[src/mipsPkg.sv]
package mipsPkg;

	localparam int DataWidth = 32;
	localparam int RegAddrWidth = 5;
	localparam int ImAddrWidth = 10;
	localparam int DmAddrWidth = 10;

	typedef logic [DataWidth-1:0] wordT;
	typedef logic [RegAddrWidth-1:0] regAddrT;

	// Primary opcode field, instr[31:26]
	typedef enum logic [5:0] {
		OpSpecial = 6'h00,
		OpBeq = 6'h04,
		OpAddiu = 6'h09,
		OpOri = 6'h0d,
		OpLui = 6'h0f,
		OpLw = 6'h23,
		OpSw = 6'h2b
	} opcodeE;

	// Function field of register-type instructions, instr[5:0]
	typedef enum logic [5:0] {
		FnAddu = 6'h21,
		FnSubu = 6'h23,
		FnAnd = 6'h24,
		FnOr = 6'h25,
		FnSlt = 6'h2a
	} functE;

	// AluAdd is zero so that a cleared control word is a harmless add
	typedef enum logic [2:0] {
		AluAdd = 3'd0,
		AluSub = 3'd1,
		AluAnd = 3'd2,
		AluOr = 3'd3,
		AluSlt = 3'd4,
		AluLui = 3'd5
	} aluOpE;

	// Operand source, register file value or a younger result in flight
	typedef enum logic [1:0] {
		FwdReg = 2'd0,
		FwdMem = 2'd1,
		FwdWb = 2'd2
	} fwdSelE;

	typedef struct packed {
		aluOpE aluOp;
		logic aluSrcImm;
		logic zeroExt;
		logic regWrite;
		logic memRead;
		logic memWrite;
	} ctrlT;

	typedef struct packed {
		wordT instr;
		wordT pcPlus4;
	} ifIdT;

	typedef struct packed {
		ctrlT ctrl;
		wordT rsVal;
		wordT rtVal;
		wordT imm;
		regAddrT rs;
		regAddrT rt;
		regAddrT dest;
	} idExT;

	typedef struct packed {
		ctrlT ctrl;
		wordT aluOut;
		wordT storeVal;
		regAddrT dest;
	} exMemT;

	typedef struct packed {
		logic regWrite;
		logic memRead;
		wordT aluOut;
		wordT loadVal;
		regAddrT dest;
	} memWbT;

	// Forwarding mux shared by the branch compare and the ALU inputs
	function automatic wordT fwdPick(input fwdSelE sel, input wordT regVal,
			input wordT memVal, input wordT wbVal);
		case (sel)
			FwdMem: return memVal;
			FwdWb: return wbVal;
			default: return regVal;
		endcase
	endfunction

endpackage

[src/decodeStage.sv]
`timescale 1ns/1ns

module decodeStage (
	input logic clk,
	input logic rst,
	input logic stall,
	input mipsPkg::ifIdT ifId,
	input mipsPkg::wordT rsVal,
	input mipsPkg::wordT rtVal,
	input mipsPkg::fwdSelE fwdCmpA,
	input mipsPkg::fwdSelE fwdCmpB,
	input mipsPkg::wordT memFwd,
	input mipsPkg::wordT wbFwd,
	output mipsPkg::regAddrT rs,
	output mipsPkg::regAddrT rt,
	output logic branchTaken,
	output mipsPkg::wordT branchTarget,
	output mipsPkg::idExT idEx
);

	mipsPkg::opcodeE op;
	mipsPkg::functE fn;
	mipsPkg::ctrlT ctrl;
	mipsPkg::regAddrT dest;
	mipsPkg::wordT signImm;
	mipsPkg::wordT imm;
	mipsPkg::wordT cmpA;
	mipsPkg::wordT cmpB;

	assign op = mipsPkg::opcodeE'(ifId.instr[31:26]);
	assign fn = mipsPkg::functE'(ifId.instr[5:0]);

	always_comb begin
		ctrl = '0;
		dest = '0;
		case (op)
			mipsPkg::OpSpecial: begin
				ctrl.regWrite = 1'b1;
				dest = ifId.instr[15:11];
				case (fn)
					mipsPkg::FnAddu: ctrl.aluOp = mipsPkg::AluAdd;
					mipsPkg::FnSubu: ctrl.aluOp = mipsPkg::AluSub;
					mipsPkg::FnAnd: ctrl.aluOp = mipsPkg::AluAnd;
					mipsPkg::FnOr: ctrl.aluOp = mipsPkg::AluOr;
					mipsPkg::FnSlt: ctrl.aluOp = mipsPkg::AluSlt;
					default: begin
						ctrl.regWrite = 1'b0;
						dest = '0;
					end
				endcase
			end
			mipsPkg::OpAddiu, mipsPkg::OpOri, mipsPkg::OpLui, mipsPkg::OpLw: begin
				ctrl.aluSrcImm = 1'b1;
				ctrl.regWrite = 1'b1;
				dest = ifId.instr[20:16];
				if (op == mipsPkg::OpOri) begin
					ctrl.aluOp = mipsPkg::AluOr;
					ctrl.zeroExt = 1'b1;
				end
				if (op == mipsPkg::OpLui) ctrl.aluOp = mipsPkg::AluLui;
				if (op == mipsPkg::OpLw) ctrl.memRead = 1'b1;
			end
			mipsPkg::OpSw: begin
				ctrl.aluSrcImm = 1'b1;
				ctrl.memWrite = 1'b1;
			end
			// beq and unknown opcodes write nothing
			default: ctrl = '0;
		endcase
	end

	// Only report operands the instruction really reads, keeps stalls exact
	assign rs = (op == mipsPkg::OpLui) ? '0 : ifId.instr[25:21];
	assign rt = (op == mipsPkg::OpSpecial || op == mipsPkg::OpSw || op == mipsPkg::OpBeq) ?
		ifId.instr[20:16] : '0;

	assign signImm = {{16{ifId.instr[15]}}, ifId.instr[15:0]};
	assign imm = ctrl.zeroExt ? {16'b0, ifId.instr[15:0]} : signImm;

	// Branch compare
	assign cmpA = mipsPkg::fwdPick(fwdCmpA, rsVal, memFwd, wbFwd);
	assign cmpB = mipsPkg::fwdPick(fwdCmpB, rtVal, memFwd, wbFwd);
	assign branchTaken = (op == mipsPkg::OpBeq) && (cmpA == cmpB);
	assign branchTarget = ifId.pcPlus4 + {signImm[29:0], 2'b00};

	always_ff @(posedge clk) begin
		if (rst || stall) begin
			idEx <= '0;
		end else begin
			idEx.ctrl <= ctrl;
			idEx.rsVal <= rsVal;
			idEx.rtVal <= rtVal;
			idEx.imm <= imm;
			idEx.rs <= rs;
			idEx.rt <= rt;
			idEx.dest <= dest;
		end
	end

endmodule

[src/executeStage.sv]
`timescale 1ns/1ns

module executeStage (
	input logic clk,
	input logic rst,
	input mipsPkg::idExT idEx,
	input mipsPkg::fwdSelE fwdAluA,
	input mipsPkg::fwdSelE fwdAluB,
	input mipsPkg::wordT memFwd,
	input mipsPkg::wordT wbFwd,
	output mipsPkg::exMemT exMem
);

	mipsPkg::wordT opA;
	mipsPkg::wordT rtFwd;
	mipsPkg::wordT opB;
	mipsPkg::wordT aluOut;

	assign opA = mipsPkg::fwdPick(fwdAluA, idEx.rsVal, memFwd, wbFwd);
	// Forwarded rt is also the store data
	assign rtFwd = mipsPkg::fwdPick(fwdAluB, idEx.rtVal, memFwd, wbFwd);
	assign opB = idEx.ctrl.aluSrcImm ? idEx.imm : rtFwd;

	always_comb begin
		case (idEx.ctrl.aluOp)
			mipsPkg::AluSub: aluOut = opA - opB;
			mipsPkg::AluAnd: aluOut = opA & opB;
			mipsPkg::AluOr: aluOut = opA | opB;
			mipsPkg::AluSlt: begin
				aluOut = {{(mipsPkg::DataWidth-1){1'b0}}, $signed(opA) < $signed(opB)};
			end
			// Immediate goes to the upper half
			mipsPkg::AluLui: aluOut = {opB[15:0], 16'b0};
			default: aluOut = opA + opB;
		endcase
	end

	always_ff @(posedge clk) begin
		if (rst) begin
			exMem <= '0;
		end else begin
			exMem.ctrl <= idEx.ctrl;
			exMem.aluOut <= aluOut;
			exMem.storeVal <= rtFwd;
			exMem.dest <= idEx.dest;
		end
	end

endmodule

[src/fetchStage.sv]
`timescale 1ns/1ns

module fetchStage (
	input logic clk,
	input logic rst,
	input logic stall,
	input logic branchTaken,
	input mipsPkg::wordT branchTarget,
	input mipsPkg::wordT imData,
	output logic [mipsPkg::ImAddrWidth-1:0] imAddr,
	output mipsPkg::ifIdT ifId
);

	mipsPkg::wordT pc;
	mipsPkg::wordT pcPlus4;

	assign pcPlus4 = pc + 32'd4;
	// Word address into instruction memory
	assign imAddr = pc[mipsPkg::ImAddrWidth+1:2];

	always_ff @(posedge clk) begin
		if (rst) begin
			pc <= '0;
		end else if (!stall) begin
			// Branch resolves in decode, the delay slot is already being fetched
			pc <= branchTaken ? branchTarget : pcPlus4;
		end
	end

	always_ff @(posedge clk) begin
		if (rst) begin
			ifId <= '0;
		end else if (!stall) begin
			ifId.instr <= imData;
			ifId.pcPlus4 <= pcPlus4;
		end
	end

endmodule

[src/hazardUnit.sv]
`timescale 1ns/1ns

module hazardUnit (
	input mipsPkg::regAddrT rs,
	input mipsPkg::regAddrT rt,
	input mipsPkg::idExT idEx,
	input mipsPkg::exMemT exMem,
	input mipsPkg::memWbT memWb,
	input logic isBranch,
	output mipsPkg::fwdSelE fwdCmpA,
	output mipsPkg::fwdSelE fwdCmpB,
	output mipsPkg::fwdSelE fwdAluA,
	output mipsPkg::fwdSelE fwdAluB,
	output logic stall
);

	logic loadUse;
	logic branchExec;
	logic branchMem;

	// Memory stage wins over writeback, a load in memory has no data yet
	function automatic mipsPkg::fwdSelE pickSrc(input mipsPkg::regAddrT r,
			input mipsPkg::exMemT m, input mipsPkg::memWbT w);
		if (r != '0 && m.ctrl.regWrite && !m.ctrl.memRead && m.dest == r) begin
			return mipsPkg::FwdMem;
		end else if (r != '0 && w.regWrite && w.dest == r) begin
			return mipsPkg::FwdWb;
		end
		return mipsPkg::FwdReg;
	endfunction

	// Decode operands match a nonzero destination
	function automatic logic readsDest(input mipsPkg::regAddrT d,
			input mipsPkg::regAddrT a, input mipsPkg::regAddrT b);
		return d != '0 && (d == a || d == b);
	endfunction

	assign fwdCmpA = pickSrc(rs, exMem, memWb);
	assign fwdCmpB = pickSrc(rt, exMem, memWb);
	assign fwdAluA = pickSrc(idEx.rs, exMem, memWb);
	assign fwdAluB = pickSrc(idEx.rt, exMem, memWb);

	assign loadUse = idEx.ctrl.memRead && readsDest(idEx.dest, rs, rt);
	// beq waits for any result still in execute
	assign branchExec = isBranch && idEx.ctrl.regWrite && readsDest(idEx.dest, rs, rt);
	// and for a load that has only reached memory
	assign branchMem = isBranch && exMem.ctrl.memRead && readsDest(exMem.dest, rs, rt);

	assign stall = loadUse || branchExec || branchMem;

endmodule

[src/memoryStage.sv]
`timescale 1ns/1ns

module memoryStage (
	input logic clk,
	input logic rst,
	input mipsPkg::exMemT exMem,
	input mipsPkg::wordT dmRData,
	output logic [mipsPkg::DmAddrWidth-1:0] dmAddr,
	output mipsPkg::wordT dmWData,
	output logic dmWe,
	output mipsPkg::memWbT memWb,
	output mipsPkg::wordT wbData
);

	// Word-wide port, byte offset bits dropped
	assign dmAddr = exMem.aluOut[mipsPkg::DmAddrWidth+1:2];
	assign dmWData = exMem.storeVal;
	assign dmWe = exMem.ctrl.memWrite;

	always_ff @(posedge clk) begin
		if (rst) begin
			memWb <= '0;
		end else begin
			memWb.regWrite <= exMem.ctrl.regWrite;
			memWb.memRead <= exMem.ctrl.memRead;
			memWb.aluOut <= exMem.aluOut;
			memWb.loadVal <= dmRData;
			memWb.dest <= exMem.dest;
		end
	end

	// Writeback value, also forwarded back to decode and execute
	assign wbData = memWb.memRead ? memWb.loadVal : memWb.aluOut;

endmodule

[src/mipsCore.sv]
`timescale 1ns/1ns

module mipsCore (
	input logic clk,
	input logic rst,
	output logic [mipsPkg::ImAddrWidth-1:0] imAddr,
	input mipsPkg::wordT imData,
	output logic [mipsPkg::DmAddrWidth-1:0] dmAddr,
	output mipsPkg::wordT dmWData,
	output logic dmWe,
	input mipsPkg::wordT dmRData
);

	mipsPkg::ifIdT ifId;
	mipsPkg::idExT idEx;
	mipsPkg::exMemT exMem;
	mipsPkg::memWbT memWb;

	mipsPkg::regAddrT rs;
	mipsPkg::regAddrT rt;
	mipsPkg::wordT rsVal;
	mipsPkg::wordT rtVal;
	mipsPkg::wordT wbData;
	mipsPkg::wordT branchTarget;
	mipsPkg::fwdSelE fwdCmpA;
	mipsPkg::fwdSelE fwdCmpB;
	mipsPkg::fwdSelE fwdAluA;
	mipsPkg::fwdSelE fwdAluB;
	logic branchTaken;
	logic stall;
	logic isBranch;

	// beq sitting in decode
	assign isBranch = ifId.instr[31:26] == mipsPkg::OpBeq;

	fetchStage i_fetchStage (
		.clk, .rst, .stall, .branchTaken, .branchTarget, .imData,
		.imAddr, .ifId
	);

	registerFile i_registerFile (
		.clk, .rst, .rs, .rt,
		.wAddr(memWb.dest), .wData(wbData), .we(memWb.regWrite),
		.rsVal, .rtVal
	);

	decodeStage i_decodeStage (
		.clk, .rst, .stall, .ifId, .rsVal, .rtVal, .fwdCmpA, .fwdCmpB,
		.memFwd(exMem.aluOut), .wbFwd(wbData),
		.rs, .rt, .branchTaken, .branchTarget, .idEx
	);

	executeStage i_executeStage (
		.clk, .rst, .idEx, .fwdAluA, .fwdAluB,
		.memFwd(exMem.aluOut), .wbFwd(wbData),
		.exMem
	);

	memoryStage i_memoryStage (
		.clk, .rst, .exMem, .dmRData,
		.dmAddr, .dmWData, .dmWe, .memWb, .wbData
	);

	hazardUnit i_hazardUnit (
		.rs, .rt, .idEx, .exMem, .memWb, .isBranch,
		.fwdCmpA, .fwdCmpB, .fwdAluA, .fwdAluB, .stall
	);

endmodule

[src/registerFile.sv]
`timescale 1ns/1ns

module registerFile (
	input logic clk,
	input logic rst,
	input mipsPkg::regAddrT rs,
	input mipsPkg::regAddrT rt,
	input mipsPkg::regAddrT wAddr,
	input mipsPkg::wordT wData,
	input logic we,
	output mipsPkg::wordT rsVal,
	output mipsPkg::wordT rtVal
);

	mipsPkg::wordT regs [32];

	always_ff @(posedge clk) begin
		if (rst) begin
			for (int i = 0; i < 32; i++) begin
				regs[i] <= '0;
			end
		end else if (we && wAddr != '0) begin
			regs[wAddr] <= wData;
		end
	end

	// Writeback value bypasses the array so decode sees it this cycle
	assign rsVal = (rs == '0) ? '0 : (we && wAddr == rs) ? wData : regs[rs];
	assign rtVal = (rt == '0) ? '0 : (we && wAddr == rt) ? wData : regs[rt];

endmodule
[config.mk]
export PLATFORM = sky130hd
export DESIGN_NAME = mipsCore
export DESIGN_NICKNAME = d
export VERILOG_FILES = /design/src/mipsPkg.sv /design/src/decodeStage.sv /design/src/executeStage.sv /design/src/fetchStage.sv /design/src/hazardUnit.sv /design/src/memoryStage.sv /design/src/mipsCore.sv /design/src/registerFile.sv
export SDC_FILE = /design/constraint.sdc
export NUM_CORES = 2
export LEC_CHECK = 0
export BUFFER_PORTS_ARGS = -buffer_cell sky130_fd_sc_hd__buf_2
export CAP_MARGIN = 20
export CORE_UTILIZATION = 29
export CTS_CLUSTER_SIZE = 8
export DETAILED_ROUTE_END_ITERATION = 10
export PLACE_DENSITY = 0.46
export SYNTH_ARGS = -nofsm -noshare
export SYNTH_HDL_FRONTEND = slang
export SYNTH_SLANG_ARGS = --single-unit
export TNS_END_PERCENT = 20
[constraint.sdc]
create_clock -name clk -period 9.9 [get_ports clk]
set_input_delay 1.485 -clock clk [delete_from_list [all_inputs] [get_ports clk]]
set_output_delay 1.485 -clock clk [all_outputs]
set_load 0.05 [all_outputs]
Word-level counts from Yosys, hierarchy flattened
Memories as Yosys holds them, arrays and structs flattened.
Cells that the tools add are included.
Storage, ports and cells
  register bits after elaboration: 342
  bits in latches: 0
  bits in writable memories: 1024
  bits in read-only memories: 0
  logic and storage cells: 180
  memories kept: 1
Memories
  i_registerFile.regs: depth 32, width 32, read ports 2, clocked after memory_dff 0, wr ports 32, line registerFile.sv:15  | mipsPkg::wordT regs [32];
Operators by class
  add/subtract/negate cells: 4
  multipliers: 0
  divide/modulo/power cells: 0
  magnitude comparators: 1
  equal/unequal tests: 35
  shift operators: 0
  muxes and demuxes: 55
  bitwise gates (word level): 3
  reductions and logical operators: 55
Operator list (count)
  $mux 32: 8
  $pmux 32 s2: 4
  $pmux 32 s5: 1
  $add 32x32->32: 2
  $eq 5x5->1: 10
  $eq 6x6->1 const B: 7
  $reduce_bool 5->1: 7
  $add 32x3->32 const B: 1
  $and 32x32->32: 1
  $eq 32x32->1: 1
  $lt 32x32->1: 1
  $or 32x32->32: 1
  $reduce_or 32->1: 1
  $sub 32x32->32: 1
  $logic_and 1x1->1: 31
  $mux 2: 13
  $mux 1: 20
  $mux 5: 4
  $eq 6x4->1 const B: 3
  $pmux 3 s4: 1
  $logic_not 5->1: 2
  $pmux 5 s2: 1
  $reduce_or 5->1: 2
  $eq 2x1->1 const B: 4
  14 further kinds: 26

Longest topological paths before layout
  word-level depth: 15
  depth in mapped cells: 26
  mapped depth without buffers: 24

Cells and area by module
Synthesis repeated with hierarchy kept, for this count alone.
Second synthesis, totals
  cells, all modules: 6646
  area total of the unflattened synthesis: 77952.3 sq um
By module, submodules not included
  registerFile: times used 1, cells an instance 3740, area an instance 54722.5 sq um, seq. area each 30749.5 sq um
  executeStage: times used 1, cells an instance 1227, area an instance 8630.8 sq um, seq. area each 1541.5 sq um
  decodeStage: times used 1, cells an instance 788, area an instance 6326.1 sq um, seq. area each 2082.0 sq um
  fetchStage: times used 1, cells an instance 560, area an instance 4727.0 sq um, seq. area each 1921.8 sq um
  memoryStage: times used 1, cells an instance 228, area an instance 2767.7 sq um, seq. area each 1421.4 sq um
  hazardUnit: times used 1, cells an instance 101, area an instance 758.2 sq um, seq. area each 0.0 sq um
  mipsCore: times used 1, cells an instance 2, area an instance 20.0 sq um, seq. area each 0.0 sq um

Worst setup path after synthesis
No wires, ideal clock.
  kind: register to register
  from: register, netlist name i_memoryStage.memWb[4]
  to: register, netlist name i_executeStage.exMem[67]
  arrival: 6.008 ns
  data required time: 9.780 ns
  path slack: 3.772 ns
  stages on the path, launching flop included: 26
  buffers on the path: 3
  clock period less this slack: 6.128 ns
  cell sequence: dfxtp_1 buf_1 xnor2_1 nand4_1 nor4_1 clkbuf_1 clkbuf_1 o21ai_0 o21ai_0 mux2_2 ha_1 inv_1 fa_1 a21o_1 a21oi_1 o21ai_0 a31oi_1 o21ai_0 a2111oi_0 nor3_1 o21ai_0 a21oi_1 o41ai_1 o21ai_0 nor4b_1 a211o_1
On the way
  word-level cells in the longest chain between the ends: 10
Ends and longest elaborated chain
  $eq 5x5->1: line hazardUnit.sv:26  | end else if (r != '0 && w.regWrite && w.dest == r) begin
  $logic_and 1x1->1: line hazardUnit.sv:26
  $mux 1: line hazardUnit.sv:26
  $mux 1: line hazardUnit.sv:24  | if (r != '0 && m.ctrl.regWrite && !m.ctrl.memRead && m.dest == r) begin
  $mux 2: line hazardUnit.sv:29  | return mipsPkg::FwdReg;
  $eq 2x2->1 / $eq 2x1->1 (equally long branches): line mipsPkg.sv:90  | case (sel)
  $pmux 32 s2: line mipsPkg.sv:90
  $mux 32: line executeStage.sv:22  | assign opB = idEx.ctrl.aluSrcImm ? idEx.imm : rtFwd;
  $add 32x32->32 (tied with other cells): line executeStage.sv:34  | default: aluOut = opA + opB;
  $pmux 32 s5 (*): line executeStage.sv:25  | case (idEx.ctrl.aluOp)
Every way passes the cells marked *; elsewhere a longest branch is shown, timed or not.
A chain may end at the register's enable or synchronous reset.

Final worst setup path
  from: register, netlist name i_fetchStage.ifId[63]
  to: register i_fetchStage.pc[6]
On the way
  word-level cells in the longest chain between the ends: 15
Ends and longest elaborated chain
  parallel branches: the longest is 15 deep, another holds $mem_v2 32x32
  to (signal assigned): line fetchStage.sv:26  | pc <= branchTaken ? branchTarget : pcPlus4;
  to (decl): line fetchStage.sv:14  | mipsPkg::wordT pc;
Parallel ways; which one is timed is not known.

==> results.sh <==
export IMPL_switching_share_pct=30.52
export IMPL_h_tree_depth=4
export IMPL_required_ns=10.67
export IMPL_routed_via_density=6.185
export IMPL_grt_antenna_before_repair=39
export IMPL_hold_ws_ns=0.4589
export IMPL_ys_ff_latch=1322
export IMPL_final_cell_mix="nor2_1, edfxtp_1, nand2_1"
export IMPL_worstSkewPairLatency_ns=0.89
export IMPL_multi_input_area_sq_mm=0.03445
export IMPL_area_delta_synth_final_pct=13.79
export IMPL_power_share_combinational_pct=16.2
export IMPL_clkTransAtPathRegs_ns=0.05
export IMPL_intPower_mw=10.28
export IMPL_switchingPower_mw=4.517
export IMPL_syn_avg_cell_area_sq_um=10.14
export IMPL_netlist_area_sq_mm=0.07411
export IMPL_wl_per_cell_microns=38.34
export IMPL_hold_viol_final=0
export IMPL_dp_slack_ns=2.282
export IMPL_cellPowerDensity_mw_per_mm2=175.5
export IMPL_synth_main_ff_cell="edfxtp_1"
export IMPL_detail_route_antenna_nets=0
export IMPL_cp_top_family="simple AND/OR/NAND/NOR gates"
export IMPL_die_area_sq_mm=0.2576
export IMPL_hpwl_mm=270.1
export IMPL_path_common_cell="nand3_1"
export IMPL_drt_iter0_drc=10000
export IMPL_fin_nets=7412
export IMPL_drive_above_1_share_pct=15.35
export IMPL_synthArstFlopShare_pct=0
export IMPL_ir_worst_vdd_uv=214.8
export IMPL_grt_max_degree=98
export IMPL_cts_inserted_buffers=186
export IMPL_cts_setup_buffers=0
export IMPL_synth_cell_type_count=109
export IMPL_nFillCells=25826
export IMPL_routed_via_count=65893
export IMPL_yosysSeqAreaShare_pct=49.54
export IMPL_skew_ns=0.07010
export IMPL_cts_tree="done"
export IMPL_rows=185
export IMPL_design_area_sq_mm=0.08433
export IMPL_synthCells=7308
export IMPL_setup_ws_ns=1.834
export IMPL_cp_max_fo=97
export IMPL_cp_slowest_cell="nor2_4"
export IMPL_p_clk_share_pct=40.6
export IMPL_pin_count=119
export IMPL_drc=0
export IMPL_routed_wl_mm=408.5
export IMPL_ys_warn_count=0
export IMPL_crit_path_end_kind="register"
export IMPL_cts_max_path_buffers=3
export IMPL_clockRootBuffer="clkbuf_16"
export IMPL_start_util_pct=29.16
export IMPL_hold_path_class="register to register"
export IMPL_die_w_microns=507.5
export IMPL_track_usage_pct=30.97
export IMPL_total_power_mw=14.80
export IMPL_maxSlewHeadroom_pct=3.263
export IMPL_status="finished, final reports clean"
export IMPL_cts_num_sinks=1322
export IMPL_hold_buffers=0
export IMPL_die_h_microns=507.5
export IMPL_seqPwrFrac_pct=43.1
export IMPL_final_setup_tns_ns=0
export IMPL_p_leak_nw=28.65
export IMPL_fin_crit_sh_pct=81.48
export IMPL_cp_arrival_ns=8.84
export IMPL_critical_path_max_stage_delay_ns=1.07
export IMPL_seq_area_sq_mm=0.03674
export IMPL_grt_overflow_total=0
export IMPL_grt_pass1_vias=62124
export IMPL_final_common_cell="nor2_1"
export IMPL_worst_slew_pin_slew_ns=1.451
export IMPL_crit_buf_inv=2
export IMPL_numPortBuffers=118
export IMPL_cts_resized=0
export IMPL_dr_pass1_iters=7
export IMPL_coreArea_sq_mm=0.2542
export IMPL_grt_setup_unrepaired="false"
export IMPL_synth_edf_count=1024
export IMPL_critPathLaunchType="register"
export IMPL_setup_viol_count_final=0
export IMPL_crit_type="register to register"
export IMPL_period_needed_ns=8.066
export IMPL_crit_chain="nor4_4 -> a22oi_2 -> buf_12 -> nor2_4 -> buf_4 -> nand3_1 -> o21ai_0 -> a41o_1 -> o221ai_1 -> xor2_1 -> o2111ai_1 -> nor4_2 -> nand4b_1 -> or4_1 -> nand3_1"
export IMPL_postPlaceCellArea_sq_mm=0.07912
export IMPL_drv_slew=0
export IMPL_fmax_mhz=124.0
export IMPL_grt_pass1_wl_mm=549.6
export IMPL_place_congestion=1.057
export IMPL_maxCapViolCount=0
==> power groups by stage <==
stage / Clock [mW] / Sequential (mW) / Combinational (mW)
finish: 6.01 / 6.38 / 2.41
global route: 6.25 / 6.40 / 2.43
CTS: 6.06 / 6.38 / 2.29
detailed placement: 0 / 6.49 / 2.28
global placement: 0 / 6.48 / 2.28
floorplan: 0 / 6.37 / 1.27
==> flip-flops by register name, indices dropped and copies added (netlist names) <==
signal / flops
i_fetchStage.pc: 10
i_fetchStage.ifId: 42
i_memoryStage.memWb: 71
i_executeStage.exMem: 72
i_registerFile.regs: 1024
i_decodeStage.idEx: 103
==> routing by layer <==
metal,track usage [%],wire (microns),vias to the layer above
met5,0.4074,312,-
li1,-,-,26551
met1,38.43,154100,33246
met2,45.73,172900,4814
met3,9.682,47820,1254
met4,21.36,33280,28
==> cell type report <==
type	instances	area share [%]
Timing Repair Buffer	439	3.825
Inverter	145	0.6528
Tap cell	3366	4.994
Multi-Input combinational cell	5143	40.85
Clock inverter	19	0.3754
Antenna cell	11	0.03264
Sequential cell	1322	43.57
Clock buffer	208	5.705
==> final timing paths <==
path,startpoint,end,slack [ns],depth (start not counted)
hold / removal,i_decodeStage.idEx[113],i_executeStage.exMem[71],0.46,1
setup reg to reg,i_fetchStage.ifId[63],i_fetchStage.pc[6],1.83,15
setup / recovery,i_fetchStage.ifId[63],i_fetchStage.pc[6],1.83,15
hold reg to reg,i_decodeStage.idEx[113],i_executeStage.exMem[71],0.46,1
==> synth_stat cells (all sizes together) (20+ instances only) <==
library cell / number / area [sq um]
or2: 20 / 125.1
o221ai: 38 / 332.8
a2bb2oi: 25 / 219.0
nor2: 1368 / 5140
nor3: 86 / 446.7
ha: 106 / 1326
buf: 303 / 1705
a221o: 43 / 430.4
mux2i: 368 / 3684
o32ai: 34 / 297.8
nor4: 21 / 167.7
dfxtp: 298 / 5966
nor2b: 128 / 800.8
a2111oi: 25 / 219.0
a22oi: 36 / 270.3
nand4: 26 / 162.7
nand2: 548 / 2059
and3: 35 / 219.0
o2111ai: 33 / 295.3
nand3: 79 / 395.4
o211ai: 65 / 498.0
and2: 74 / 462.9
a32oi: 32 / 295.3
a211o: 25 / 219.0
edfxtp: 1024 / 30750
mux4: 148 / 3333
xor2: 37 / 324.1
o2bb2ai: 40 / 350.3
o21bai: 23 / 172.7
o22ai: 75 / 483.0
inv: 142 / 533.0
o21ai: 376 / 1886
a21oi: 399 / 2019
a21o: 20 / 150.1
mux2: 135 / 1520
a31oi: 59 / 369.1
nand2b: 46 / 287.8
clkbuf: 426 / 1599
a211oi: 135 / 1018
a221oi: 95 / 838.3
xnor2: 70 / 613.1
==> per-stage QoR <==
stage,instances,util [%]
2_1_floorplan,7339,-
4_1_cts,10637,33.15
3_3_place_gp,10400,31.09
5_1_grt,10643,33.17
6_report,10653,33.18
3_5_place_dp,10410,31.13
==> logic make-up after synthesis <==
logic type	synth area share [%]
AO/OA/AOI/OAI	15.83
AND/OR/NAND/NOR	14.78
flip-flops	49.54
other	0.005060
XOR/XNOR	1.264
buffers and inverters	5.193
adder cells (fa/ha/maj)	1.871
multiplexers	11.52
Note: power is estimated with default switching activity, not from simulation.
